[src/design/r5p_soc_pkg.sv]
////////////////////////////////////////////////////////////
// R5P SoC load/store package
// Bus widths, GPIO register map, address views and the
// request structs used along the load/store path
////////////////////////////////////////////////////////////

`default_nettype none

package r5p_soc_pkg;

  ////////////////////////////////////////////////////////////
  // Bus widths
  ////////////////////////////////////////////////////////////

  localparam int unsigned DAW = 15;     // Data byte address
  localparam int unsigned DDW = 32;     // Data word
  localparam int unsigned DBW = DDW/8;  // Byte enables
  localparam int unsigned GW  = 32;     // GPIO pins
  localparam int unsigned MAW = 12;     // Memory word address, half the space

  // GPIO register map
  localparam int unsigned GPIO_RW = 2;  // Register index width
  localparam logic [GPIO_RW-1:0] GPIO_OUT = 2'd0;  // Output data
  localparam logic [GPIO_RW-1:0] GPIO_ENA = 2'd1;  // Output enable
  localparam logic [GPIO_RW-1:0] GPIO_INP = 2'd2;  // Synchronized input

  ////////////////////////////////////////////////////////////
  // Address views
  ////////////////////////////////////////////////////////////

  // Memory side, bit 14 clear
  typedef struct packed {
    logic                   sel;  // Target select
    logic [MAW-1:0]         wrd;  // Word index
    logic [$clog2(DBW)-1:0] off;  // Byte offset
  } ls_adr_mem_t;

  // GPIO side, bit 14 set
  typedef struct packed {
    logic                       sel;
    logic [DAW-1-GPIO_RW-3:0]   rsv;      // Unused, 10 bits
    logic [GPIO_RW-1:0]         reg_idx;  // Register select
    logic [$clog2(DBW)-1:0]     off;
  } ls_adr_gpio_t;

  // One address word, two decodings
  typedef union packed {
    ls_adr_mem_t  mem;
    ls_adr_gpio_t gpio;
  } ls_adr_u;

  ////////////////////////////////////////////////////////////
  // Requests
  ////////////////////////////////////////////////////////////

  // Load/store request from the core side
  typedef struct packed {
    logic           wen;  // Write when set
    ls_adr_u        adr;
    logic [DBW-1:0] ben;
    logic [DDW-1:0] wdt;
  } ls_req_t;

  // Decoded request toward one target
  typedef struct packed {
    logic           vld;
    logic           wen;
    ls_adr_u        adr;
    logic [DBW-1:0] ben;
    logic [DDW-1:0] wdt;
  } tgt_req_t;

endpackage : r5p_soc_pkg

`default_nettype wire

[src/design/r5p_ls_rsp.sv]
////////////////////////////////////////////////////////////
// R5P load/store response stage
// Tracks reads through the access stage and returns the
// selected target's data two cycles after the request
////////////////////////////////////////////////////////////

`default_nettype none

module r5p_ls_rsp import r5p_soc_pkg::*; (
  input  logic           clk,
  input  logic           rst_n,
  // From the decode stage
  input  logic           dec_vld,
  input  logic           dec_wen,
  input  logic           dec_sel,   // Set for GPIO
  // Target read data
  input  logic [DDW-1:0] mem_rdt,
  input  logic [DDW-1:0] gpio_rdt,
  // Load/store response
  output logic           ls_rvld,
  output logic [DDW-1:0] ls_rdt
);

  ////////////////////////////////////////////////////////////
  // Access stage tracking
  ////////////////////////////////////////////////////////////

  logic acc_rd;   // Read under way in a target
  logic acc_sel;  // Which target holds its data

  always_ff @(posedge clk) begin
    if (!rst_n) begin
      acc_rd <= 1'b0;
    end else begin
      acc_rd <= dec_vld & ~dec_wen;  // Writes drop out here
    end
    acc_sel <= dec_sel;
  end

  ////////////////////////////////////////////////////////////
  // Response register
  ////////////////////////////////////////////////////////////

  always_ff @(posedge clk) begin
    if (!rst_n) begin
      ls_rvld <= 1'b0;
    end else begin
      ls_rvld <= acc_rd;  // One pulse per read
    end
    if (acc_rd) begin
      ls_rdt <= acc_sel ? gpio_rdt : mem_rdt;
    end
  end

endmodule : r5p_ls_rsp

`default_nettype wire

[config.mk]
export PLATFORM = sky130hd
export DESIGN_NAME = r5p_ls_rsp
export DESIGN_NICKNAME = d
export VERILOG_FILES = /design/src/design/r5p_soc_pkg.sv /design/src/design/r5p_ls_rsp.sv
export SDC_FILE = /design/constraint.sdc
export NUM_CORES = 1
export LEC_CHECK = 0
export ABC_AREA = 1
export BUFFER_PORTS_ARGS = -buffer_cell sky130_fd_sc_hd__buf_2
export CAP_MARGIN = 20
export CORE_UTILIZATION = 35
export DETAILED_ROUTE_END_ITERATION = 8
export GPL_TIMING_DRIVEN = 0
export HOLD_SLACK_MARGIN = 0.03
export PLACE_DENSITY_LB_ADDON = 0.12
export RECOVER_POWER = 25
export SLEW_MARGIN = 5
export SYNTH_ARGS = -nofsm -noshare
export SYNTH_HDL_FRONTEND = slang
export SYNTH_SLANG_ARGS = --single-unit
[constraint.sdc]
create_clock -name clk -period 3.6 [get_ports clk]
set_clock_uncertainty 0.2 [all_clocks]
set_input_delay 0.72 -clock clk [delete_from_list [all_inputs] [get_ports clk]]
set_output_delay 0.72 -clock clk [all_outputs]
set_load 0.05 [all_outputs]
==> out/metrics.csv <==
metric,value,unit
largest net degree at the start of global routing,34,
Initial DRC Count,47,
Core Area,0.00409,mm2
CP arrival,1.68,ns
internal power,636,uW
grt ovf,0,
Critical Setup Path Class,reg -> reg,
"commonest non-fill, non-tap cell in the layout",buf_2,
Max VDD drop,0.201,mV
slew of the pin with the lowest slew margin,0.768,ns
"Setup violations, final",0,
RePlAce Congestion,0.709,
port bufs,101,
Yosys top cell area share,62.9,%
synthesized cell area,0.00153,mm2
clock slew at reported path FFs,0.07,ns
Row Count,23,
synth top area cells,"edfxtp_1 (63%), nand2_1 (22%), nand2_2 (4.1%), dfxtp_1 (3.9%), clkbuf_8 (2.7%)",
Sw Ratio,23.1,%
synthesized flop and latch total,35,
post-CTS sizing,0,
number of warnings issued by yosys,0,
H-tree levels,2,
sw power,191,uW
clk root buf,clkbuf_8,
Netlist cell types,10,
nets@finish,320,
drt first pass iters,4,
CTS tree,done,
Worst setup EP type,flop,
first-pass GRT wire length,4580,um
CTS Buf Count,5,
CTS Sinks,35,
Starting Density,37.4,%
initial antenna violation count,0,
area of the multi-input gates,397,um2
most frequent cells in the layout,"buf_2 (101), nand2_1 (88), edfxtp_1 (32)",
final worst path period share,51.2,%
ANT cells,0,
register area,0.00102,mm2
Pins Over Slew Limit,0,
RSZ-0062 raised after global routing,no,
max-capacitance violation count,0,
post-synthesis area per instance,10.7,um2
Finished Layout Cells,302,
cts hold-fix bufs,0,
Power Dens Cells,389,mW/mm2
layout cells sized above 1,48.0,%
routed vias,1268,
status,"finished, final reports clean",
worst skew pair latency,0.28,ns
fin crit period,1.84,ns
placed cells,294,
Tot GR Track Use,14.3,%
Top Ports,102,
register area share after synthesis,66.8,%
DRC viols,0,
Max clock buf depth,2,
Leak,0.00110,uW
DR vias/cell,4.20,
P&R area growth vs syn,39.0,%
"Max FO, Critical Path",10,
wire length per cell,10.7,um
critical path launch point type,flop,
sequential share of power,55.8,%
largest area contributor in the netlist,edfxtp_1,
placed wire-length estimate,2350,um
Combinational Power Share,11.9,%
final wirelength,3230,um
required time worst endpoint,3.43,ns
Clk pwr share,32.3,%
die height,68.1,um
syn_nets,212,
die extent in x,68.1,um
Setup TNS,0,ns
vias in the first global route,1043,
fill count,384,
Hold/Removal Path Class,in -> reg,
Final Hold Viols,0,
Worst slew margin,48.8,%
# Post-CTS Setup Buffers,0,
Final ANT Viol Nets,0,
Peak Freq,542,MHz
die area,0.00463,mm2
Post-Syn Instances,143,
==> cell type report <==
type / count / area share (%)
Tap cell: 50 / 2.95
Buffer: 7 / 2.18
Clock buffer: 7 / 3.59
Sequential cell: 35 / 48.1
Multi-Input combinational cell: 99 / 18.7
Inverter: 2 / 0.412
Timing Repair Buffer: 101 / 23.8
Clock inverter: 1 / 0.236
==> power by group through the flow <==
stage          clock [uW]  sequential, uW  combinational, uW
2_1_floorplan           0             482               45.4
3_3_place_gp            0             470                106
3_5_place_dp            0             470                108
4_1_cts               278             461                108
5_1_grt               293             461                112
6_report              267             461               98.7
==> registers in the layout, summed over array words and instances (netlist names) <==
| name | cells |
|---|---|
| ls_rdt | 32 |
| ls_rvld | 1 |
| acc_sel | 1 |
| acc_rd | 1 |
==> path summary, 6_finish.rpt <==
path	from	end	slack (ns)	cells after the start
setup / recovery	acc_sel	ls_rdt[2]	1.76	5
hold / removal	dec_sel	acc_sel	0.33	1
setup reg to reg	acc_sel	ls_rdt[2]	1.76	5
hold reg to reg	acc_sel	ls_rdt[28]	0.57	3
==> cells in the mapped netlist <==
cell       n
nand2_1   88
edfxtp_1  32
nand2_2   10
buf_6      3
clkbuf_8   3
dfxtp_1    3
buf_12     1
inv_1      1
inv_8      1
nor2_1     1
==> worst max-delay path: stages (launching register included) <==
cell	delay [ns]
dfxtp_1	0.31
clkbuf_1	0.26
clkinvlp_2	0.28
clkbuf_1	0.36
nand2_2	0.12
nand2_1	0.06
==> per-layer routing <==
| metal | track usage [%] | share of wire (%) | vias up |
|---|---|---|---|
| met2 | 23.9 | 48 | 57 |
| met4 | 8.59 | 2.0 | 0 |
| met1 | 15.2 | 41 | 534 |
| met3 | 5.33 | 8.5 | 8 |
| li1 | - | - | 669 |
| met5 | 0 | 0 | - |
==> through the flow <==
step                area (um2)  setup slack [ns]  utilization, %  power, uW  hold WS (ns)
CTS                       2180              1.79            53.3        847         0.323
detailed placement        2100              2.10            51.3        578         0.464
global placement          2100              1.69            51.3        576         0.458
floorplan                 1530              2.03               -        528         0.434
finish                    2120              1.76            52.0        826         0.333
global route              2120              1.56            52.0        867         0.322
==> cell families (layout without fill, tap and decap cells) <==
family | after synthesis | count (layout) | synth area share (%)
AND/OR/NAND/NOR | 99 | 99 | 26.0
flip-flops | 35 | 35 | 66.8
buffers and inverters | 9 | 118 | 7.21
Note: power is estimated with default switching activity, not from simulation.
