===== config.mk =====
export PLATFORM = sky130hd
export DESIGN_NAME = r5p_soc_gpio
export DESIGN_NICKNAME = d
export VERILOG_FILES = /design/src/design/r5p_soc_pkg.sv /design/src/design/r5p_soc_gpio.sv
export SDC_FILE = /design/constraint.sdc
export NUM_CORES = 1
export LEC_CHECK = 0
export BUFFER_PORTS_ARGS = -buffer_cell sky130_fd_sc_hd__buf_2
export CELL_PAD_IN_SITES_DETAIL_PLACEMENT = 2
export CELL_PAD_IN_SITES_GLOBAL_PLACEMENT = 2
export CORE_ASPECT_RATIO = 0.6
export CORE_MARGIN = 2
export CORE_UTILIZATION = 31
export CTS_CLUSTER_SIZE = 8
export DETAILED_ROUTE_END_ITERATION = 10
export PLACE_DENSITY_LB_ADDON = 0.1
export RECOVER_POWER = 25
export SYNTH_ARGS = -nofsm -noshare
export SYNTH_HDL_FRONTEND = slang
export SYNTH_SLANG_ARGS = --single-unit

===== constraint.sdc =====
create_clock -name clk -period 3.29 [get_ports clk]
set_input_delay 0.658 -clock clk [delete_from_list [all_inputs] [get_ports clk]]
set_output_delay 0.658 -clock clk [all_outputs]
set_load 0.02 [all_outputs]

===== src/design/r5p_soc_pkg.sv =====
////////////////////////////////////////////////////////////
// R5P SoC load/store package
// Bus widths, GPIO register map, address views and the
// request structs used along the load/store path
////////////////////////////////////////////////////////////

`default_nettype none

package r5p_soc_pkg;

  ////////////////////////////////////////////////////////////
  // Bus widths
  ////////////////////////////////////////////////////////////

  localparam int unsigned DAW = 15;     // Data byte address
  localparam int unsigned DDW = 32;     // Data word
  localparam int unsigned DBW = DDW/8;  // Byte enables
  localparam int unsigned GW  = 32;     // GPIO pins
  localparam int unsigned MAW = 12;     // Memory word address, half the space

  // GPIO register map
  localparam int unsigned GPIO_RW = 2;  // Register index width
  localparam logic [GPIO_RW-1:0] GPIO_OUT = 2'd0;  // Output data
  localparam logic [GPIO_RW-1:0] GPIO_ENA = 2'd1;  // Output enable
  localparam logic [GPIO_RW-1:0] GPIO_INP = 2'd2;  // Synchronized input

  ////////////////////////////////////////////////////////////
  // Address views
  ////////////////////////////////////////////////////////////

  // Memory side, bit 14 clear
  typedef struct packed {
    logic                   sel;  // Target select
    logic [MAW-1:0]         wrd;  // Word index
    logic [$clog2(DBW)-1:0] off;  // Byte offset
  } ls_adr_mem_t;

  // GPIO side, bit 14 set
  typedef struct packed {
    logic                       sel;
    logic [DAW-1-GPIO_RW-3:0]   rsv;      // Unused, 10 bits
    logic [GPIO_RW-1:0]         reg_idx;  // Register select
    logic [$clog2(DBW)-1:0]     off;
  } ls_adr_gpio_t;

  // One address word, two decodings
  typedef union packed {
    ls_adr_mem_t  mem;
    ls_adr_gpio_t gpio;
  } ls_adr_u;

  ////////////////////////////////////////////////////////////
  // Requests
  ////////////////////////////////////////////////////////////

  // Load/store request from the core side
  typedef struct packed {
    logic           wen;  // Write when set
    ls_adr_u        adr;
    logic [DBW-1:0] ben;
    logic [DDW-1:0] wdt;
  } ls_req_t;

  // Decoded request toward one target
  typedef struct packed {
    logic           vld;
    logic           wen;
    ls_adr_u        adr;
    logic [DBW-1:0] ben;
    logic [DDW-1:0] wdt;
  } tgt_req_t;

endpackage : r5p_soc_pkg

`default_nettype wire


===== src/design/r5p_soc_gpio.sv =====
////////////////////////////////////////////////////////////
// R5P SoC GPIO controller
// Output and enable registers with byte writes, and a
// two-flop synchronized input register
////////////////////////////////////////////////////////////

`default_nettype none

module r5p_soc_gpio import r5p_soc_pkg::*; (
  input  logic           clk,
  input  logic           rst_n,
  // Decoded request
  input  tgt_req_t       gpio_req,
  output logic [DDW-1:0] gpio_rdt,
  // Pins
  output logic [GW-1:0]  gpio_o,
  output logic [GW-1:0]  gpio_e,
  input  logic [GW-1:0]  gpio_i
);

  ////////////////////////////////////////////////////////////
  // Request decode
  ////////////////////////////////////////////////////////////

  logic [GPIO_RW-1:0] idx;  // Register index from the gpio view
  logic               wr;
  logic               rd;

  assign idx = gpio_req.adr.gpio.reg_idx;
  assign wr  = gpio_req.vld &  gpio_req.wen;
  assign rd  = gpio_req.vld & ~gpio_req.wen;

  ////////////////////////////////////////////////////////////
  // Input synchronizer
  ////////////////////////////////////////////////////////////

  logic [GW-1:0] gpio_s1;  // First stage, may go metastable
  logic [GW-1:0] gpio_s2;  // Stable copy

  always_ff @(posedge clk) begin
    if (!rst_n) begin
      gpio_s1 <= '0;
      gpio_s2 <= '0;
    end else begin
      gpio_s1 <= gpio_i;
      gpio_s2 <= gpio_s1;
    end
  end

  ////////////////////////////////////////////////////////////
  // Output and enable registers
  ////////////////////////////////////////////////////////////

  always_ff @(posedge clk) begin
    if (!rst_n) begin
      gpio_o <= '0;  // Pins released
      gpio_e <= '0;
    end else if (wr) begin
      for (int b = 0; b < DBW; b++) begin
        if (gpio_req.ben[b]) begin
          if (idx == GPIO_OUT) gpio_o[8*b +: 8] <= gpio_req.wdt[8*b +: 8];
          if (idx == GPIO_ENA) gpio_e[8*b +: 8] <= gpio_req.wdt[8*b +: 8];
          // Input register is read only
        end
      end
    end
  end

  ////////////////////////////////////////////////////////////
  // Read data
  ////////////////////////////////////////////////////////////

  always_ff @(posedge clk) begin
    if (rd) begin
      case (idx)
        GPIO_OUT: gpio_rdt <= gpio_o;
        GPIO_ENA: gpio_rdt <= gpio_e;
        GPIO_INP: gpio_rdt <= gpio_s2;  // Synchronized pins
        default:  gpio_rdt <= '0;       // Unmapped index
      endcase
    end
  end

endmodule : r5p_soc_gpio

`default_nettype wire


==> results of run 1 <==
## sequential cells by signal, summed over array words and instances (netlist names)
name      count
gpio_o       32
gpio_e       32
gpio_s1      32
gpio_rdt     32
gpio_s2      32
## through the flow
stage               util, %  power (W)
floorplan                 -   0.002285
global placement      37.81   0.002401
detailed placement    37.81   0.002411
CTS                   40.99   0.004384
global route          40.91   0.004491
finish                40.92   0.004312
## cell type report
type	instances	area, um2	area share (%)
diodes	1	2.502	0.03358
clock buffers	20	446.7	5.994
clock inverters	12	132.6	1.780
multi-input cells	335	2148	28.83
flip-flops and latches	160	3523	47.28
well taps	240	300.3	4.030
repair buffers	175	898.4	12.06
## critical path, delay by kind of cell
family / cells / cell delay [ps]
buffers and inverters: 2 / 1520
AO/OA/AOI/OAI: 1 / 340
## metal layers
metal / share of wire [%] / GRT usage (%) / vias up
met5: 0 / 0 / -
met4: 1.2 / 5.876 / 0
met3: 5.8 / 5.125 / 17
met2: 47 / 29.25 / 111
met1: 46 / 21.31 / 2133
li1: - / - / 2081
## worst min-delay path by stage
stage / depth (start not counted) / slack (ps) / endpoint
2_1_floorplan: 1 / 410 / gpio_s2[0]$_SDFF_PN0_
3_3_place_gp: 1 / 410 / gpio_s2[19]$_SDFF_PN0_
3_5_place_dp: 1 / 420 / gpio_s2[22]$_SDFF_PN0_
4_1_cts: 2 / 420 / gpio_s1[1]$_SDFF_PN0_
5_1_grt: 2 / 420 / gpio_s1[2]$_SDFF_PN0_
6_report: 1 / 430 / gpio_s2[17]$_SDFF_PN0_
## cell usage in the layout (no fill, tap or decap)
cell type	instances
and2_0	15
and2_1	49
buf_12	1
buf_2	167
buf_4	4
bufinv_16	2
clkbuf_1	4
clkbuf_16	17
clkbuf_2	1
clkbuf_8	1
clkinv_1	1
clkinv_2	2
clkinv_4	1
clkinvlp_4	2
dfxtp_1	128
diode_2	1
edfxtp_1	32
inv_6	4
mux2i_1	96
nand2_1	128
nand2b_1	1
nand3_1	4
nor2_2	2
nor2_4	2
nor2b_1	1
nor2b_4	1
nor3_4	4
o21ai_0	32
## cells by family (layout without fill, tap and decap cells)
group | count (synthesis) | after routing | share of synthesized area (%)
other | 0 | 1 | 0
AO/OA/AOI/OAI | 32 | 32 | 2.759
AND/OR/NAND/NOR | 207 | 207 | 17.56
flip-flops | 160 | 160 | 60.69
multiplexers | 96 | 96 | 16.55
buffers and inverters | 31 | 207 | 2.435
## power groups by stage
stage	combinational, W	sequential (W)	clock (W)
floorplan	0.000128	0.00216	0
global placement	0.000275	0.00213	0
detailed placement	0.000281	0.00213	0
CTS	0.000283	0.00209	0.00201
global route	0.000300	0.00209	0.00210
finish	0.000272	0.00209	0.00195
==> results.cfg, run 1 <==
[clock_network]
cts_buffers = 17
cts.repair.resized = 0
clkSinkCount = 160
post_cts_buffers = 0
cts_tree = built
holdBufCountCts = 0
clk_pin_slew_ps = 60
insertion_delay_ps = 430
h-tree-depth = 4
clk_path_buf_depth = 2
cts-root-buf = clkbuf_16

[floorplanning]
num_rows = 38
die-area_mm2 = 0.01987
start_util_pct = 31.88
pin_count = 183
core_area_mm2 = 0.01821
die_h_um = 110.0
die_w_um = 180.7

[critical_path]
cp_cell_sequence = buf_2, clkbuf_1, o21ai_0
rrSetupSlack_ps = 2340
cp_max_fo = 24
crit_slowest_cell = clkbuf_1
r2r_start = gpio_o[0]$_SDFFE_PN0P_
endpoint_kind = register
crit_start = gpio_req[38]
r2r_cells = 2
arrival_ps = 2530
cpPeakStageDelay_ps = 1180
crit_required_ps = 3380
crit_type = primary input to register
endpoint = gpio_rdt[0]$_DFFE_PP_
reg2reg_to = gpio_rdt[0]$_DFFE_PP_
start_kind = primary input

[synth]
netlist_top_cells_count = dfxtp_1 (128), nand2_1 (128), mux2i_1 (96)
synth_edf_count = 32
synth_cells = 526
yosysUniqueCellTypes = 15
yosys-top-cells-area = dfxtp_1 (44%), mux2i_1 (17%), edfxtp_1 (17%), nand2_1 (8.3%), and2_1 (6.9%)
ys_async_sr_fraction_pct = 0
ys_seq_area_share_pct = 60.69
synth_warnings = 0
synth_top_area_share_pct = 44.14
syn-num-nets = 613
syn_area_mm2 = 0.005806
ys.flop_type = dfxtp_1
synth.avg_cell_area_um2 = 11.04
yosysTopAreaCell = dfxtp_1
synth_seq_cells = 160

[finish]
drive_above_1_share_pct = 30.06
syn_to_final_growth_pct = 28.36
fin_nets = 776
fillers = 1950
final_cell_area_mm2 = 0.007452
final_cells = 943

[sta]
slew-limit-headroom_pct = -3.743
rsz0062_at_grt = false
fmaxAchievable_mhz = 409.5
final.min_clock_period_ps = 2442
clock_skew_ps = 7.684
setup_viol = 0
finalHoldViolCount = 0
holdWs_ps = 425.5
slew_violations = 25
period_share_pct = 74.22
worst_slack_ps = 848.1
setup-tns-final_ps = 0
tightestPinTransition_ps = 1556

[outcome]
violations = capacitance limit, slew limit
status = finished, violations left

[drt]
drt-initial-drc-count = 120
viasPerCell = 4.604
wirelength_mm = 16.56
drtPass1Iterations = 4
vias = 4342
wl_per_cell_um = 17.56
drc = 0
ant_nets = 0

[place]
dp_cells = 910
hpwl_mm = 11.51
portBuffers = 169
gp_congestion = 0.6936
post_dp_cell_area_mm2 = 0.006885
post-place-ws_ps = 973.8

[global_route]
track_usage_pct = 17.27
grt_pass1_wl_mm = 25.74
antenna_found_initial = 2
grt_max_degree = 92
grt_pass1_vias = 4708
gr-total-overflow = 0

[min_path]
hold_class = register to register
hp-start = gpio_s1[17]$_SDFF_PN0_

[job]
max_cap_violations = 1

[power_and_ir_drop]
swShare_pct = 23.31
p_per_area_mw_per_mm2 = 578.7
p_leak_nw = 3.110
ir_drop_mv = 0.3101
p_int_w = 0.003307
seqPwrFrac_pct = 48.4
clkPwrFrac_pct = 45.3
pwr-share-comb_pct = 6.3
power_switching_w = 0.001005
Note: power is estimated with default switching activity, not from simulation.
==> inputs of run 2 (changes only) <==
- ABC_AREA: unset -> 1
- CORE_UTILIZATION: 31 -> 25
- clock period: 3.29 -> 2.2 ns (I/O delays scaled with it)
==> run 2 against run 1 <==
The flow now finishes without violations; clock skew about the same; design area increased by 6.4%; routed wire length increased by 22%; largest power group is now the clock network.
==> results.cfg, run 2 <==
[outcome]
status = completed

[place]
portBuffers = 169
gp_congestion = 0.7701
hpwl_mm = 14.05
post-place-ws_ps = 587.3

[floorplanning]
die_h_um = 124.0
num_rows = 43
start_util_pct = 25.69
die_w_um = 204.0
pin_count = 183
die-area_mm2 = 0.02529
core_area_mm2 = 0.02335

[finish]
final_cell_mix = nand2_1 (226), buf_2 (166), nor2_1 (137)
fin_nets = 1029
final_util_pct = 33.96
syn_to_final_growth_pct = 32.18
fillers = 2751
mostFrequentLayoutCell = nand2_1
drive_above_1_share_pct = 23.14

[clock_network]
cts.repair.resized = 0
post_cts_buffers = 0
h-tree-depth = 4
clk_path_buf_depth = 2
clk_pin_slew_ps = 70
insertion_delay_ps = 430
clkSinkCount = 160
cts_buffers = 17
cts_tree = built
holdBufCountCts = 0
cts-root-buf = clkbuf_16

[synth]
syn_area_mm2 = 0.006000
synth_edf_count = 32
syn-num-nets = 854
yosysTopAreaCell = dfxtp_1
netlist_top_cells_count = nand2_1 (226), nor2_1 (138), dfxtp_1 (128)
synth.avg_cell_area_um2 = 7.822
synth_seq_cells = 160
synth_warnings = 0
yosysUniqueCellTypes = 13
synth_top_area_share_pct = 42.71
ys_async_sr_fraction_pct = 0
ys.flop_type = dfxtp_1
yosys-top-cells-area = dfxtp_1 (43%), edfxtp_1 (16%), nand2_1 (14%), nor2_1 (8.6%), nand3_1 (8.3%)
synth_cells = 767
ys_seq_area_share_pct = 58.73
synth.most_common_cell = nand2_1

[critical_path]
cp_max_fo = 15
cp_cell_sequence = clkbuf_1, inv_1, nor2_4, clkbuf_1
cpPeakStageDelay_ps = 840
crit_slowest_cell = clkbuf_1
crit_type = primary input to register
reg2reg_to = gpio_rdt[30]$_DFFE_PP_
r2r_cells = 2
crit_top_cell = clkbuf_1
start_kind = primary input
rrSetupSlack_ps = 1410
crit_required_ps = 2240
path_buf_inv = 3
endpoint_kind = register
critical-path-top-delay-family = buffers and inverters
arrival_ps = 1760
r2r_start = gpio_o[30]$_SDFFE_PN0P_

[min_path]
hp-start = gpio_i[16]
min_to = gpio_s1[16]$_SDFF_PN0_
hold_class = primary input to register
hold_depth = 3

[global_route]
track_usage_pct = 16.42
gr-total-overflow = 0
antenna_found_initial = 3
grt_max_degree = 46
grt_pass1_wl_mm = 30.81
grt_pass1_vias = 5444

[drt]
drc = 0
ant_nets = 0
viasPerCell = 4.246
drtPass1Iterations = 4
wl_per_cell_um = 15.81
wirelength_mm = 20.12
drt-initial-drc-count = 162
vias = 5405

[sta]
fmaxAchievable_mhz = 580.4
slew-limit-headroom_pct = 23.73
tightestPinTransition_ps = 1144
slew_violations = 0
setup-tns-final_ps = 0
clock_skew_ps = 7.478
finalHoldViolCount = 0
period_share_pct = 78.31
final.min_clock_period_ps = 1723
setup_viol = 0
rsz0062_at_grt = false
worst_slack_ps = 477.1

[job]
max_cap_violations = 0

[power_and_ir_drop]
ir_drop_mv = 0.4370
p_per_area_mw_per_mm2 = 861.2
total_power_w = 0.006830
p_leak_nw = 4.104
==> run 2: per-layer routing <==
metal | share of wire (%) | wire length [um] | global-route usage, % | vias up
met5 | 0 | 0 | 0 | -
met2 | 43 | 8670 | 25.00 | 93
met1 | 50 | 10160 | 22.47 | 2624
li1 | - | - | - | 2677
met4 | 0.79 | 159 | 4.348 | 0
met3 | 5.6 | 1137 | 5.233 | 11
==> run 2: tightest hold or removal path, delay by kind of cell <==
kind	cells	cell delay, ps
buf+inv	2	110
simple gates	1	40
==> run 2: final cells by class <==
type	instances	area [um2]	area share (%)
tap	315	394.1	4.970
clock inverter	9	156.4	1.972
multi-input combinational	471	1948	24.57
antenna	3	7.507	0.09467
inverter	103	386.6	4.875
timing repair buffer	189	1046	13.19
sequential	160	3523	44.43
clock buffer	23	467.9	5.901
==> run 2: kinds of logic after synthesis <==
logic type	count (synthesis)	synth area share (%)
buf+inv	136	9.009
simple gates	471	32.26
flops	160	58.73
==> run 2: worst max-delay path by stage <==
stage	to	depth (start not counted)	startpoint	slack, ps
floorplan	gpio_rdt[0]$_DFFE_PP_	2	gpio_req[52]	490
global placement	gpio_e[2]$_SDFFE_PN0P_	6	gpio_req[51]	590
detailed placement	gpio_o[17]$_SDFFE_PN0P_	6	gpio_req[51]	590
CTS	gpio_e[0]	1	gpio_e[0]$_SDFFE_PN0P_	680
global route	gpio_rdt[10]$_DFFE_PP_	4	gpio_req[52]	370
finish	gpio_rdt[10]$_DFFE_PP_	4	gpio_req[52]	480
==> run 2: power breakdown <==
group | internal (W) | leakage (nW) | switching (W)
clock network | 0.00196 | 0.294 | 0.00121
logic | 0.000175 | 2.44 | 0.000348
registers | 0.00309 | 1.37 | 0.0000411
total | 0.00523 | 4.10 | 0.00160
==> run 2: stage by stage <==
step / cells / hold WS [ps] / cell area [um2]
final: 1273 / 194.6 / 7930
after global routing: 1271 / 190.5 / 7925
after CTS: 1270 / 170.7 / 7958
after detailed placement: 1238 / 403.5 / 7333
after global placement: 1238 / 395.8 / 7333
after floorplan: 767 / 390.5 / 6002
==> inputs of run 3 (changes only) <==
- CORE_UTILIZATION: 25 -> 28
- clock period: 2.2 -> 1.6 ns (I/O delays scaled with it)
==> run 3 against run 2 <==
Combinational power rose by 38%; clock skew rose by 0.87 ps; critical endpoint is now gpio_rdt[15]; non-clock buffer count fell by 1; setup slack got worse by 240 ps; design area fell by 0.73%; global-route usage rose by 2.4 points; routed wire length rose by 1.8%.
==> results.cfg, run 3 (synthesized netlist as in run 2, its figures left out) <==
[power_and_ir_drop]
power_switching_w = 0.002242
total_power_w = 0.009422
ir_drop_mv = 0.7897
p_leak_nw = 4.112
p_per_area_mw_per_mm2 = 1197
clkPwrFrac_pct = 46.6
pwr-share-comb_pct = 7.6
p_int_w = 0.007180
seqPwrFrac_pct = 45.7
swShare_pct = 23.80

[critical_path]
crit_required_ps = 1280
reg2reg_to = gpio_rdt[12]$_DFFE_PP_
r2r_cells = 2
cpPeakStageDelay_ps = 430
start_kind = register
endpoint = gpio_rdt[15]
arrival_ps = 1050
cp_cell_sequence = buf_2
crit_type = register to output pin
crit_slowest_cell = edfxtp_1
r2r_start = gpio_o[12]$_SDFFE_PN0P_
path_buf_inv = 1
cp_max_fo = 1
critical-path-top-delay-family = flip-flops
endpoint_kind = output pin
rrSetupSlack_ps = 840
crit_start = gpio_rdt[15]$_DFFE_PP_
cp.depth = 1

[clock_network]
cts.repair.resized = 0
clkSinkCount = 160
cts_tree = built
clk_path_buf_depth = 2
h-tree-depth = 4
holdBufCountCts = 0
post_cts_buffers = 0
cts-root-buf = clkbuf_16
clk_pin_slew_ps = 60
insertion_delay_ps = 430
cts_buffers = 17

[place]
gp_congestion = 0.7569
dp_cells = 1201
portBuffers = 169
hpwl_mm = 14.19

[sta]
finalHoldViolCount = 0
slew-limit-headroom_pct = 32.26
rsz0062_at_grt = false
slew_violations = 0
final.min_clock_period_ps = 1365
setup_viol = 0
period_share_pct = 85.32
fmaxAchievable_mhz = 732.5
tightestPinTransition_ps = 1014
clock_skew_ps = 8.344

[min_path]
hold_class = primary input to register
hold_depth = 3

[finish]
syn_to_final_growth_pct = 31.22
drive_above_1_share_pct = 23.48
final_cell_mix = nand2_1 (226), buf_2 (167), nor2_1 (137)
mostFrequentLayoutCell = nand2_1
fin_nets = 1028
final_cells = 1235
fillers = 2444
final_util_pct = 37.43

[floorplanning]
die_h_um = 117.4
die_w_um = 193.0
die-area_mm2 = 0.02265
start_util_pct = 28.52
num_rows = 41
pin_count = 183
core_area_mm2 = 0.02103

[job]
max_cap_violations = 0

[outcome]
status = completed

[global_route]
gr-total-overflow = 0
track_usage_pct = 18.81
grt_pass1_wl_mm = 32.44
grt_max_degree = 58
grt_pass1_vias = 6047
antenna_found_initial = 2

[drt]
wirelength_mm = 20.48
vias = 5482
drtPass1Iterations = 4
wl_per_cell_um = 16.59
drt-initial-drc-count = 135
viasPerCell = 4.439
ant_nets = 0
drc = 0
## run 3: final cells by class
type                    count  area, um2  area share [%]
well taps                 279      349.1           4.434
flip-flops and latches    160       3523           44.76
diodes                      2      5.005         0.06357
clock inverters            10      158.9           2.018
multi-input cells         471       1948           24.75
repair buffers            188       1037           13.18
clock buffers              22      464.2           5.896
inverters                 103      386.6           4.911
## run 3: power groups by stage
stage / logic, W / registers, W / clock network [W]
global route: 0.000809 / 0.00432 / 0.00469
floorplan: 0.000325 / 0.00446 / 0
CTS: 0.000751 / 0.00431 / 0.00449
finish: 0.000720 / 0.00431 / 0.00439
detailed placement: 0.000746 / 0.00440 / 0
global placement: 0.000717 / 0.00439 / 0
## run 3: worst min path at each step
stage | from | end
after floorplan | gpio_s1[0]$_SDFF_PN0_ | gpio_s2[0]$_SDFF_PN0_
after global placement | gpio_s1[2]$_SDFF_PN0_ | gpio_s2[2]$_SDFF_PN0_
after detailed placement | gpio_s1[26]$_SDFF_PN0_ | gpio_s2[26]$_SDFF_PN0_
after CTS | gpio_i[18] | gpio_s1[18]$_SDFF_PN0_
after global routing | gpio_i[18] | gpio_s1[18]$_SDFF_PN0_
final | gpio_i[18] | gpio_s1[18]$_SDFF_PN0_
## run 3: stage by stage
step | hold slack [ps] | area (um2) | setup slack (ps) | TNS [ps]
floorplan | 390.5 | 6002 | 14.71 | 0
detailed placement | 401.9 | 7281 | -120.7 | -2827
finish | 71.15 | 7873 | 234.8 | 0
global placement | 395.8 | 7281 | -49.91 | -657.6
CTS | 50.26 | 7904 | 229.6 | 0
global route | 47.25 | 7870 | 106.3 | 0
## run 3: routing by layer
metal	wire, um	GRT usage, %	vias to the layer above
met5	12	0	-
met4	286	6.345	2
met3	1018	5.148	23
met2	9714	30.85	107
met1	9450	23.80	2685
li1	-	-	2665
