`config.mk`:
```
export PLATFORM = sky130hd
export DESIGN_NAME = r5p_ls_dec
export DESIGN_NICKNAME = d
export VERILOG_FILES = /design/src/design/r5p_soc_pkg.sv /design/src/design/r5p_ls_dec.sv
export SDC_FILE = /design/constraint.sdc
export NUM_CORES = 1
export LEC_CHECK = 0
export ABC_AREA = 1
export BUFFER_PORTS_ARGS = -buffer_cell sky130_fd_sc_hd__buf_2
export CAP_MARGIN = 30
export CORE_ASPECT_RATIO = 0.75
export CORE_UTILIZATION = 44
export CTS_CLUSTER_SIZE = 12
export DETAILED_ROUTE_END_ITERATION = 7
export GPL_TIMING_DRIVEN = 0
export HOLD_SLACK_MARGIN = 0.05
export PLACE_DENSITY_LB_ADDON = 0.15
export REMOVE_ABC_BUFFERS = 1
export SKIP_LAST_GASP = 1
export SLEW_MARGIN = 20
export SYNTH_ARGS = -nofsm -noshare
export SYNTH_HDL_FRONTEND = slang
export SYNTH_SLANG_ARGS = --single-unit
```
`constraint.sdc`:
```
create_clock -name clk -period 2.21 [get_ports clk]
set_input_delay 0.1105 -clock clk [delete_from_list [all_inputs] [get_ports clk]]
set_output_delay 0.1105 -clock clk [all_outputs]
set_load 0.05 [all_outputs]
```
`src/design/r5p_soc_pkg.sv`:
```
////////////////////////////////////////////////////////////
// R5P SoC load/store package
// Bus widths, GPIO register map, address views and the
// request structs used along the load/store path
////////////////////////////////////////////////////////////

`default_nettype none

package r5p_soc_pkg;

  ////////////////////////////////////////////////////////////
  // Bus widths
  ////////////////////////////////////////////////////////////

  localparam int unsigned DAW = 15;     // Data byte address
  localparam int unsigned DDW = 32;     // Data word
  localparam int unsigned DBW = DDW/8;  // Byte enables
  localparam int unsigned GW  = 32;     // GPIO pins
  localparam int unsigned MAW = 12;     // Memory word address, half the space

  // GPIO register map
  localparam int unsigned GPIO_RW = 2;  // Register index width
  localparam logic [GPIO_RW-1:0] GPIO_OUT = 2'd0;  // Output data
  localparam logic [GPIO_RW-1:0] GPIO_ENA = 2'd1;  // Output enable
  localparam logic [GPIO_RW-1:0] GPIO_INP = 2'd2;  // Synchronized input

  ////////////////////////////////////////////////////////////
  // Address views
  ////////////////////////////////////////////////////////////

  // Memory side, bit 14 clear
  typedef struct packed {
    logic                   sel;  // Target select
    logic [MAW-1:0]         wrd;  // Word index
    logic [$clog2(DBW)-1:0] off;  // Byte offset
  } ls_adr_mem_t;

  // GPIO side, bit 14 set
  typedef struct packed {
    logic                       sel;
    logic [DAW-1-GPIO_RW-3:0]   rsv;      // Unused, 10 bits
    logic [GPIO_RW-1:0]         reg_idx;  // Register select
    logic [$clog2(DBW)-1:0]     off;
  } ls_adr_gpio_t;

  // One address word, two decodings
  typedef union packed {
    ls_adr_mem_t  mem;
    ls_adr_gpio_t gpio;
  } ls_adr_u;

  ////////////////////////////////////////////////////////////
  // Requests
  ////////////////////////////////////////////////////////////

  // Load/store request from the core side
  typedef struct packed {
    logic           wen;  // Write when set
    ls_adr_u        adr;
    logic [DBW-1:0] ben;
    logic [DDW-1:0] wdt;
  } ls_req_t;

  // Decoded request toward one target
  typedef struct packed {
    logic           vld;
    logic           wen;
    ls_adr_u        adr;
    logic [DBW-1:0] ben;
    logic [DDW-1:0] wdt;
  } tgt_req_t;

endpackage : r5p_soc_pkg

`default_nettype wire

```
`src/design/r5p_ls_dec.sv`:
```
////////////////////////////////////////////////////////////
// R5P load/store decode stage
// Registers each request and steers it to the memory or
// the GPIO target by address bit 14
////////////////////////////////////////////////////////////

`default_nettype none

module r5p_ls_dec import r5p_soc_pkg::*; (
  input  logic     clk,
  input  logic     rst_n,
  // Load/store bus
  input  logic     ls_vld,
  input  ls_req_t  ls_req,
  // Target requests
  output tgt_req_t mem_req,
  output tgt_req_t gpio_req
);

  ////////////////////////////////////////////////////////////
  // Target select
  ////////////////////////////////////////////////////////////

  logic       sel_gpio;  // Bit 14, same place in both views
  logic [1:0] hit;       // One-hot, 0 memory and 1 GPIO

  assign sel_gpio = ls_req.adr.gpio.sel;
  assign hit      = {ls_vld & sel_gpio, ls_vld & ~sel_gpio};

  ////////////////////////////////////////////////////////////
  // Request registers
  ////////////////////////////////////////////////////////////

  tgt_req_t tgt_q [2];  // Indexed like hit

  always_ff @(posedge clk) begin
    for (int t = 0; t < 2; t++) begin
      // Valid flag is the only control state
      if (!rst_n) begin
        tgt_q[t].vld <= 1'b0;
      end else begin
        tgt_q[t].vld <= hit[t];  // Other target sees a bubble
      end
      // Payload follows its own target only
      if (hit[t]) begin
        tgt_q[t].wen <= ls_req.wen;
        tgt_q[t].adr <= ls_req.adr;
        tgt_q[t].ben <= ls_req.ben;
        tgt_q[t].wdt <= ls_req.wdt;
      end
    end
  end

  // Stale payload on the idle side is harmless, vld gates it
  assign mem_req  = tgt_q[0];
  assign gpio_req = tgt_q[1];

endmodule : r5p_ls_dec

`default_nettype wire

```
==> metrics.txt, run 1 <==
clock tree buffer depth=2; first-pass GRT wire length=8760 um; Detailed Route Iter0 Violations=47; CP max stage cell=dlygate4sd3_1; simple-gate area share of the yosys netlist=0.548%; max_cap viols=0; Clock Tree Root=clkbuf_8; Final Power=4.30 mW; antenna violations before repair=0; status=complete, no violations; syn avg cell area=28.0 um2; Async S/R FF share, synth=0%; Global Route met1 Usage=17.0%; # hold bufs at CTS=55; Remaining Overflow, GRT=0; largest reg by FF count=tgt_q; layout cells sized above 1=51.3%; Non-Filler Instances=443; Rows=26; worst vdd ir=638 uV; Synth top area share=97.7%; GP Congestion=0.684; area leader, netlist=edfxtp_1; H-tree levels=3; drt via density=4.34; warnings from Yosys=0; worst hold path class=primary input to register; clk sink count=106; Tightest Pin Transition=0.695 ns; #FFs+latches synth=106; DR WL/cell=14.2 um; io pins=161; Worst path max stage delay=0.54 ns; Die W=100 um; Netlist cell types=6; Setup Fix Bufs, Post-CTS=0; type of origin of the critical path=primary input; top-count cell post-synth=edfxtp_1; via count=1,922; Adder-Cell Fraction of Synth Area=0%; area grow syn2layout=52.5%; fin crit share=68.7%; mapped cell area=3200 um2; Synth Area in Compound Gates=0%; worst rel slew slack=53.7%; layout net count=395; largest net degree at the start of global routing=53; CP endpoint kind=register; Area after DPL=4120 um2; max reg flops=106; fin util=70.3%; chip height=75.8 um; Tmin final=1.52 ns; initial core utilization=46.1%; post-cts sizing count=0; GR Layer Usage met3=7.43%; Critical Path, Cell by Cell=dlygate4sd3_1 -> buf_2 -> inv_1 -> nand2_1 -> inv_4; Finished Cell Area=4870 um2; multiplexer share of the synthesized area=0%; CP arrival=1.50 ns; total CTS buffers=9; Detailed Routing Iterations Pass 1=4; Detailed Route WL=6270 um; WP data required=2.20 ns; Final setup viols=0; Peak Freq=659 MHz; core area=6930 um2; Top Usage Layer GRT=met2; die area=7610 um2; WS Path Type=primary input to register; register clock-pin slew on the reported worst setup and hold paths=0.10 ns; number of port buffers=160; Commonest cells post-synth=edfxtp_1 (104), inv_1 (4), dfxtp_1 (2), nand2_1 (2); number of global-route vias before repair=1,835; largest family of logic cells by synthesized area=simple AND/OR/NAND/NOR gates; number of routed nets with antenna violations=0; ys flop type=edfxtp_1; fin. max-slew vios=0; Synth area leaders=edfxtp_1 (98%), dfxtp_1 (1.3%), inv_1 (0.47%); gr usage total=16.2%; antenna diode count=0; Leak=1.99 nW; drc violations=0; RSZ-0062 raised after global routing=no; M2 GR Usage=28.5%; setup TNS=0 ns; Post-synth EDFFs=104; CTS tree=done; xor/xnor share of the synthesized area=0%; pwr dens=883 nW/um2; Mapped Cells=114; largest registers=tgt_q (106); placed insts=372; crit-path max FO=52; post-synthesis sequential area ratio=99.0%; Final Hold Vio Count=0; post-DP HPWL=3840 um
per-stage QoR:
| stage | hold slack, ns | setup slack, ns |
|---|---|---|
| 2_1_floorplan | 0.209 | 0.568 |
| 3_3_place_gp | 0.298 | -0.124 |
| 3_5_place_dp | 0.302 | 0.872 |
| 4_1_cts | 0.452 | 0.711 |
| 5_1_grt | 0.453 | 0.624 |
| 6_report | 0.464 | 0.692 |
cells by family (layout without fill, tap and decap cells):
kind of cell	Yosys count	after routing
simple gates	4	4
flops	106	106
buf+inv	4	235
worst paths after layout:
kind | startpoint | to | slack, ns | cells past startpoint
setup / recovery | ls_req[50] | tgt_q[0][18]$_DFFE_PP_ | 0.69 | 5
hold / removal | ls_req[38] | tgt_q[1][38]$_DFFE_PP_ | 0.46 | 2
metal layers:
layer	vias to the layer above	wire length (um)
met4	0	84
met1	907	2430
met2	104	3140
met5	-	0
li1	904	-
met3	7	618
cells in the final DEF, fill, tap and decap left out:
cell	instances
clkbuf_8	9
bufinv_16	1
clkinv_1	2
dlygate4sd3_1	55
edfxtp_1	104
inv_6	2
clkinv_4	1
inv_8	1
nor2_2	1
dfxtp_1	2
inv_4	2
inv_1	2
nand2_1	2
buf_2	160
nor2_1	1
area by class of cell:
class,instances,area (um2)
Sequential cell,106,3160
Fill cell,474,2060
Timing Repair Buffer,215,1350
Clock buffer,9,124
Tap cell,98,123
Clock inverter,7,75.1
Inverter,4,20.0
Multi-Input combinational cell,4,17.5
power by group:
group | switching (mW) | leakage (nW) | internal, mW
Combinational | 0.580 | 0.895 | 0.182
Sequential | 0.0281 | 0.992 | 2.35
Clock | 0.626 | 0.101 | 0.535
Total | 1.23 | 1.99 | 3.07
worst max-delay path, delay by kind of cell:
kind	cells	cell delay [ns]
simple gates	1	0.10
buf+inv	4	1.26
Note: power is estimated with default switching activity, not from simulation.
==> run 2, diff against run 1 <==
==> constraint.sdc (replaced) <==
create_clock -name clk -period 1.4 [get_ports clk]
set_input_delay 0.07 -clock clk [delete_from_list [all_inputs] [get_ports clk]]
set_output_delay 0.07 -clock clk [all_outputs]
set_load 0.05 [all_outputs]
==> metrics.txt, run 2 (synthesis gave the netlist of run 1 again) <==
status=complete, no violations (unchanged); CP max stage cell=dlygate4sd3_1 (unchanged); Final Power=6.80 mW (was 4.30 mW); post-DP HPWL=3840 um (unchanged); Non-Filler Instances=444 (was 443); CP bufs+invs=3 (was 4); H-tree levels=3 (unchanged); DR WL/cell=14.2 um (about the same); Final setup viols=0 (unchanged); number of global-route vias before repair=1,841 (was 1,835); max reg flops=106 (unchanged); layout net count=396 (was 395); largest reg by FF count=tgt_q (unchanged); Tightest Pin Transition=0.694 ns (was 0.695 ns); worst rel slew slack=53.7% (about the same); worst hold path class=primary input to register (unchanged); fin crit share=96.8%; Remaining Overflow, GRT=0 (unchanged); area grow syn2layout=52.9% (was 52.5%); Final Hold Vio Count=0 (unchanged); WS Path Type=primary input to register (unchanged); initial core utilization=46.1% (unchanged); Tmin final=1.36 ns; number of routed nets with antenna violations=0 (unchanged); chip height=75.8 um (unchanged); layout cells sized above 1=51.2% (was 51.3%); CTS tree=done (unchanged); fin. max-slew vios=0 (unchanged); Post-Place Worst Slack=0.103 ns (was 0.872 ns); Critical Path, Cell by Cell=dlygate4sd3_1 -> buf_2 -> nand2_1 -> inv_4 (was dlygate4sd3_1 -> buf_2 -> inv_1 -> nand2_1 -> inv_4); number of port buffers=160 (unchanged); core area=6930 um2 (unchanged); WP data required=1.39 ns (was 2.20 ns); die area=7610 um2 (unchanged); register clock-pin slew on the reported worst setup and hold paths=0.10 ns (about the same); filler cell count=475 (was 474); max_cap viols=0 (unchanged); Hold Crit Start=ls_req[19] (was ls_req[38]); antenna diode count=0 (unchanged); total CTS buffers=9 (unchanged); worst hold slack=0.423 ns (was 0.464 ns); Min-Delay Endpoint=tgt_q[1][19]$_DFFE_PP_ (was tgt_q[1][38]$_DFFE_PP_); via count=1,932 (was 1,922); type of origin of the critical path=primary input (unchanged); worst vdd ir=1020 uV (was 638 uV); Rows=26 (unchanged); gr usage total=16.3% (was 16.2%); Setup Fix Bufs, Post-CTS=0 (unchanged); io pins=161 (unchanged); largest registers=tgt_q (106) (unchanged); largest net degree at the start of global routing=53 (unchanged); drc violations=0 (unchanged); clk sink count=106 (unchanged); CP delay by family, top=buffers and inverters (unchanged); Worst path max stage delay=0.52 ns (was 0.54 ns); Detailed Routing Iterations Pass 1=4 (unchanged); GP Congestion=0.684 (unchanged); Clock Tree Root=clkbuf_8 (unchanged); Hold Path Stages=2 (unchanged); placed insts=372 (unchanged); Final WS setup=0.0445 ns (was 0.692 ns); crit-path max FO=52 (unchanged); drt via density=4.35 (was 4.34); commonest cells after routing, fill and taps aside=buf_2 (160), edfxtp_1 (104), dlygate4sd3_1 (56) (was buf_2 (160), edfxtp_1 (104), dlygate4sd3_1 (55)); Die W=100 um (unchanged); most common cell after layout, fill and taps aside=buf_2 (unchanged); Leak=1.99 nW (about the same); CP arrival=1.34 ns (was 1.50 ns); RSZ-0062 raised after global routing=no (unchanged); Detailed Route Iter0 Violations=45 (was 47); first-pass GRT wire length=8800 um (was 8760 um); pwr dens=1390 nW/um2 (was 883 nW/um2); CP endpoint kind=register (unchanged); antenna violations before repair=0 (unchanged); Peak Freq=738 MHz; Detailed Route WL=6300 um (was 6270 um); clock tree buffer depth=2 (unchanged)
-- run 2: worst max path at each step --
stage | from | endpoint | slack [ns] | cells past startpoint
CTS | ls_vld | tgt_q[0][48]$_DFFE_PP_ | 0.04 | 4
floorplan | ls_req[50] | tgt_q[0][0]$_DFFE_PP_ | -0.20 | 3
detailed placement | ls_req[50] | tgt_q[0][15]$_DFFE_PP_ | 0.10 | 4
global route | ls_vld | tgt_q[1][37]$_DFFE_PP_ | 0.001 | 4
finish | ls_vld | tgt_q[1][17]$_DFFE_PP_ | 0.04 | 4
global placement | ls_req[50] | tgt_q[0][15]$_DFFE_PP_ | -0.89 | 4
-- run 2: metrics by stage --
| stage | TNS, ns | util [%] | area [um2] |
|---|---|---|---|
| global placement | -89.15 | 59.4 | 4120 |
| detailed placement | 0 | 59.5 | 4120 |
| global route | 0 | 70.5 | 4890 |
| finish | 0 | 70.5 | 4890 |
| CTS | 0 | 70.5 | 4880 |
| floorplan | -18.26 | - | 3200 |
-- run 2: cell type report --
class,count,area [um2],share of cell area (%)
sequential,106,3160,64.7
timing repair buffer,216,1360,27.9
inverter,4,22.5,0.461
clock buffer,9,124,2.54
clock inverter,7,75.1,1.54
multi-input combinational,4,17.5,0.359
tap,98,123,2.51
-- run 2: report_power, final --
group	leakage, nW	switching (mW)	internal, mW
clock	0.101	0.993	0.844
combinational	0.897	0.917	0.289
sequential	0.992	0.0445	3.71
-- run 2: what timing repair did --
| item | CTS | global route |
|---|---|---|
| resized for setup | 0 | 1 |
| endpoints found under the hold margin | 106 | 0 |
| hold buffers | 56 | 0 |
| endpoints found under the setup margin | 0 | 36 |
-- run 2: per-layer routing --
metal | wire length [um] | up-vias | GRT usage (%)
li1 | - | 906 | -
met1 | 2450 | 915 | 17.1
met2 | 3150 | 104 | 28.8
met3 | 621 | 7 | 7.43
met4 | 84 | 0 | 7.41
met5 | 0 | - | 0
==> run 3, diff against run 2 <==
--- a/config.mk
+++ b/config.mk
@@ -5,7 +5,6 @@
 export SDC_FILE = /design/constraint.sdc
 export NUM_CORES = 1
 export LEC_CHECK = 0
-export ABC_AREA = 1
 export BUFFER_PORTS_ARGS = -buffer_cell sky130_fd_sc_hd__buf_2
 export CAP_MARGIN = 30
 export CORE_ASPECT_RATIO = 0.75
==> metrics.txt, run 3 <==
Die W=100 um (about the same); clock tree buffer depth=2 (unchanged); largest reg by FF count=tgt_q (unchanged); fin. max-slew vios=0 (unchanged); warnings from Yosys=0 (unchanged); largest registers=tgt_q (106) (unchanged); layout net count=391 (was 396); Leak=1.95 nW (was 1.99 nW); commonest cells after routing, fill and taps aside=buf_2 (160), edfxtp_1 (104), dlygate4sd3_1 (55) (was buf_2 (160), edfxtp_1 (104), dlygate4sd3_1 (56)); sw power=1.94 mW (was 1.95 mW); drc violations=0 (unchanged); placed insts=368 (was 372); GP Congestion=0.644 (was 0.684); Commonest cells post-synth=edfxtp_1 (104), dfxtp_1 (2) (was edfxtp_1 (104), inv_1 (4), dfxtp_1 (2), nand2_1 (2)); Min-Delay Endpoint=tgt_q[0][52]$_DFF_P_ (was tgt_q[1][19]$_DFFE_PP_); Post-synth EDFFs=104 (unchanged); Non-Filler Instances=439 (was 444); WS Path Type=primary input to register (unchanged); pwr dens=1360 nW/um2 (was 1390 nW/um2); die area=7610 um2 (about the same); CP max stage cell=dlygate4sd3_1 (unchanged); RSZ-0062 raised after global routing=no (unchanged); core area=6930 um2 (unchanged); Internal=4.65 mW (was 4.85 mW); antenna violations before repair=0 (unchanged); max reg flops=106 (unchanged); via count=1,874 (was 1,932); type of origin of the critical path=primary input (unchanged); worst hold slack=0.0785 ns (was 0.423 ns); antenna diode count=0 (unchanged); Netlist cell types=6 (unchanged); WP data required=1.64 ns (was 1.39 ns); CP endpoint kind=register (unchanged); number of routed nets with antenna violations=0 (unchanged); syn avg cell area=29.1 um2 (was 28.0 um2); Async S/R FF share, synth=0% (unchanged); Peak Freq=771 MHz (was 738 MHz); Detailed Routing Iterations Pass 1=4 (unchanged); H-tree levels=3 (unchanged); Clk network pwr share=24.7% (was 27.0%); crit-path max FO=4 (was 52); largest net degree at the start of global routing=53 (unchanged); Detailed Route Iter0 Violations=68 (was 45); Mapped Cells=110 (was 114); post-synthesis sequential area ratio=98.9% (was 99.0%); Setup Fix Bufs, Post-CTS=0 (unchanged); fin crit share=92.6% (was 96.8%); CTS tree=done (unchanged); DR WL/cell=14.6 um (was 14.2 um); Hold Crit Start=ls_req[50] (was ls_req[19]); clk sink count=106 (unchanged); Sequential Power Share=57.0% (was 55.3%); status=complete, no violations (unchanged); Sw Ratio=29.4% (was 28.7%); Final Hold Vio Count=0 (unchanged); Detailed Route WL=6420 um (was 6300 um); CP dominant cell by count=dlygate4sd3_1; Final setup viols=0 (unchanged); worst rel slew slack=46.2% (was 53.7%); area grow syn2layout=51.5% (was 52.9%); worst vdd ir=961 uV (was 1020 uV); mapped cell area=3200 um2 (about the same); Critical Path, Cell by Cell=buf_2 -> dlygate4sd3_1 -> and3_2 -> dlygate4sd3_1 (was dlygate4sd3_1 -> buf_2 -> nand2_1 -> inv_4); initial core utilization=46.1% (about the same); number of global-route vias before repair=1,886 (was 1,841); most common cell after layout, fill and taps aside=buf_2 (unchanged); Hold Path Stages=2 (unchanged); Comb pwr share=18.3% (was 17.7%); Tightest Pin Transition=0.807 ns (was 0.694 ns); io pins=161 (unchanged); ys flop type=edfxtp_1 (unchanged); first-pass GRT wire length=8920 um (was 8800 um); chip height=75.8 um (about the same); drt via density=4.27 (was 4.35); gr usage total=16.7% (was 16.3%); area leader, netlist=edfxtp_1 (unchanged); number of port buffers=160 (unchanged); register clock-pin slew on the reported worst setup and hold paths=0.09 ns (was 0.10 ns); CP arrival=1.54 ns (was 1.34 ns); Synth top area share=97.7% (about the same); Clock Tree Root=clkbuf_8 (unchanged); Tmin final=1.30 ns (was 1.36 ns); CP bufs+invs=3 (unchanged); Worst path max stage delay=0.59 ns (was 0.52 ns); Rows=26 (unchanged); CP delay by family, top=buffers and inverters (unchanged); Synth area leaders=edfxtp_1 (98%), dfxtp_1 (1.3%), and3b_2 (0.31%) (was edfxtp_1 (98%), dfxtp_1 (1.3%), inv_1 (0.47%)); post-cts sizing count=0 (unchanged); #FFs+latches synth=106 (unchanged); layout cells sized above 1=52.2% (was 51.2%); # hold bufs at CTS=55 (was 56); Remaining Overflow, GRT=0 (unchanged); total CTS buffers=9 (unchanged); top-count cell post-synth=edfxtp_1 (unchanged); worst hold path class=primary input to register (unchanged); max_cap viols=0 (unchanged)
==> run 3: cell types whose count changed after synthesis <==
cell,before,now
and2_2,0,1
and2b_2,0,1
and3_2,0,1
and3b_2,0,1
inv_1,4,0
nand2_1,2,0
nor2_1,1,0
nor2_2,1,0
==> run 3: kinds of logic after synthesis <==
family,after synthesis,share of synthesized area (%)
flip-flops,106,98.9
AND/OR/NAND/NOR,4,1.06
==> run 3: power groups by stage <==
stage | clock, mW | sequential (mW) | combinational (mW)
4_1_cts | 1.67 | 3.76 | 1.21
3_3_place_gp | 0 | 3.83 | 1.08
2_1_floorplan | 0 | 4.57 | 0.0456
6_report | 1.63 | 3.76 | 1.20
5_1_grt | 1.79 | 3.78 | 1.25
3_5_place_dp | 0 | 3.83 | 1.09
==> run 3: cell type report <==
cell class	count	area, um2
Sequential cell	106	3160
Clock buffer	10	128
Timing Repair Buffer	215	1350
Fill cell	481	2090
Clock inverter	6	42.5
Multi-Input combinational cell	4	36.3
Tap cell	98	123
==> run 3: worst max path at each step <==
| stage | to | depth (start not counted) | startpoint | slack, ns |
|---|---|---|---|---|
| 2_1_floorplan | tgt_q[0][0]$_DFFE_PP_ | 1 | ls_req[50] | 0.17 |
| 3_3_place_gp | tgt_q[0][1]$_DFFE_PP_ | 2 | ls_req[50] | -0.30 |
| 3_5_place_dp | tgt_q[0][1]$_DFFE_PP_ | 2 | ls_req[50] | -0.01 |
| 4_1_cts | tgt_q[1][52]$_DFF_P_ | 4 | ls_req[50] | 0.15 |
| 5_1_grt | tgt_q[1][52]$_DFF_P_ | 4 | ls_req[50] | 0.10 |
| 6_report | tgt_q[1][52]$_DFF_P_ | 4 | ls_req[50] | 0.10 |
==> run 3: routing by layer <==
| metal | vias up | track usage, % | share of wire, % |
|---|---|---|---|
| met5 | - | 0 | 0 |
| li1 | 896 | - | - |
| met4 | 0 | 7.25 | 0.98 |
| met3 | 7 | 7.89 | 10 |
| met1 | 871 | 16.3 | 36 |
| met2 | 100 | 30.8 | 53 |
==> run 3: per-stage QoR <==
stage	setup WS [ns]	total power, mW	area (um2)	TNS [ns]	utilization (%)
CTS	0.153	6.64	4840	0	69.9
global route	0.103	6.82	4840	0	69.9
finish	0.104	6.59	4840	0	69.9
detailed placement	-0.0145	4.92	4120	-0.557	59.5
global placement	-0.304	4.91	4120	-29.65	59.5
floorplan	0.172	4.62	3200	0	-
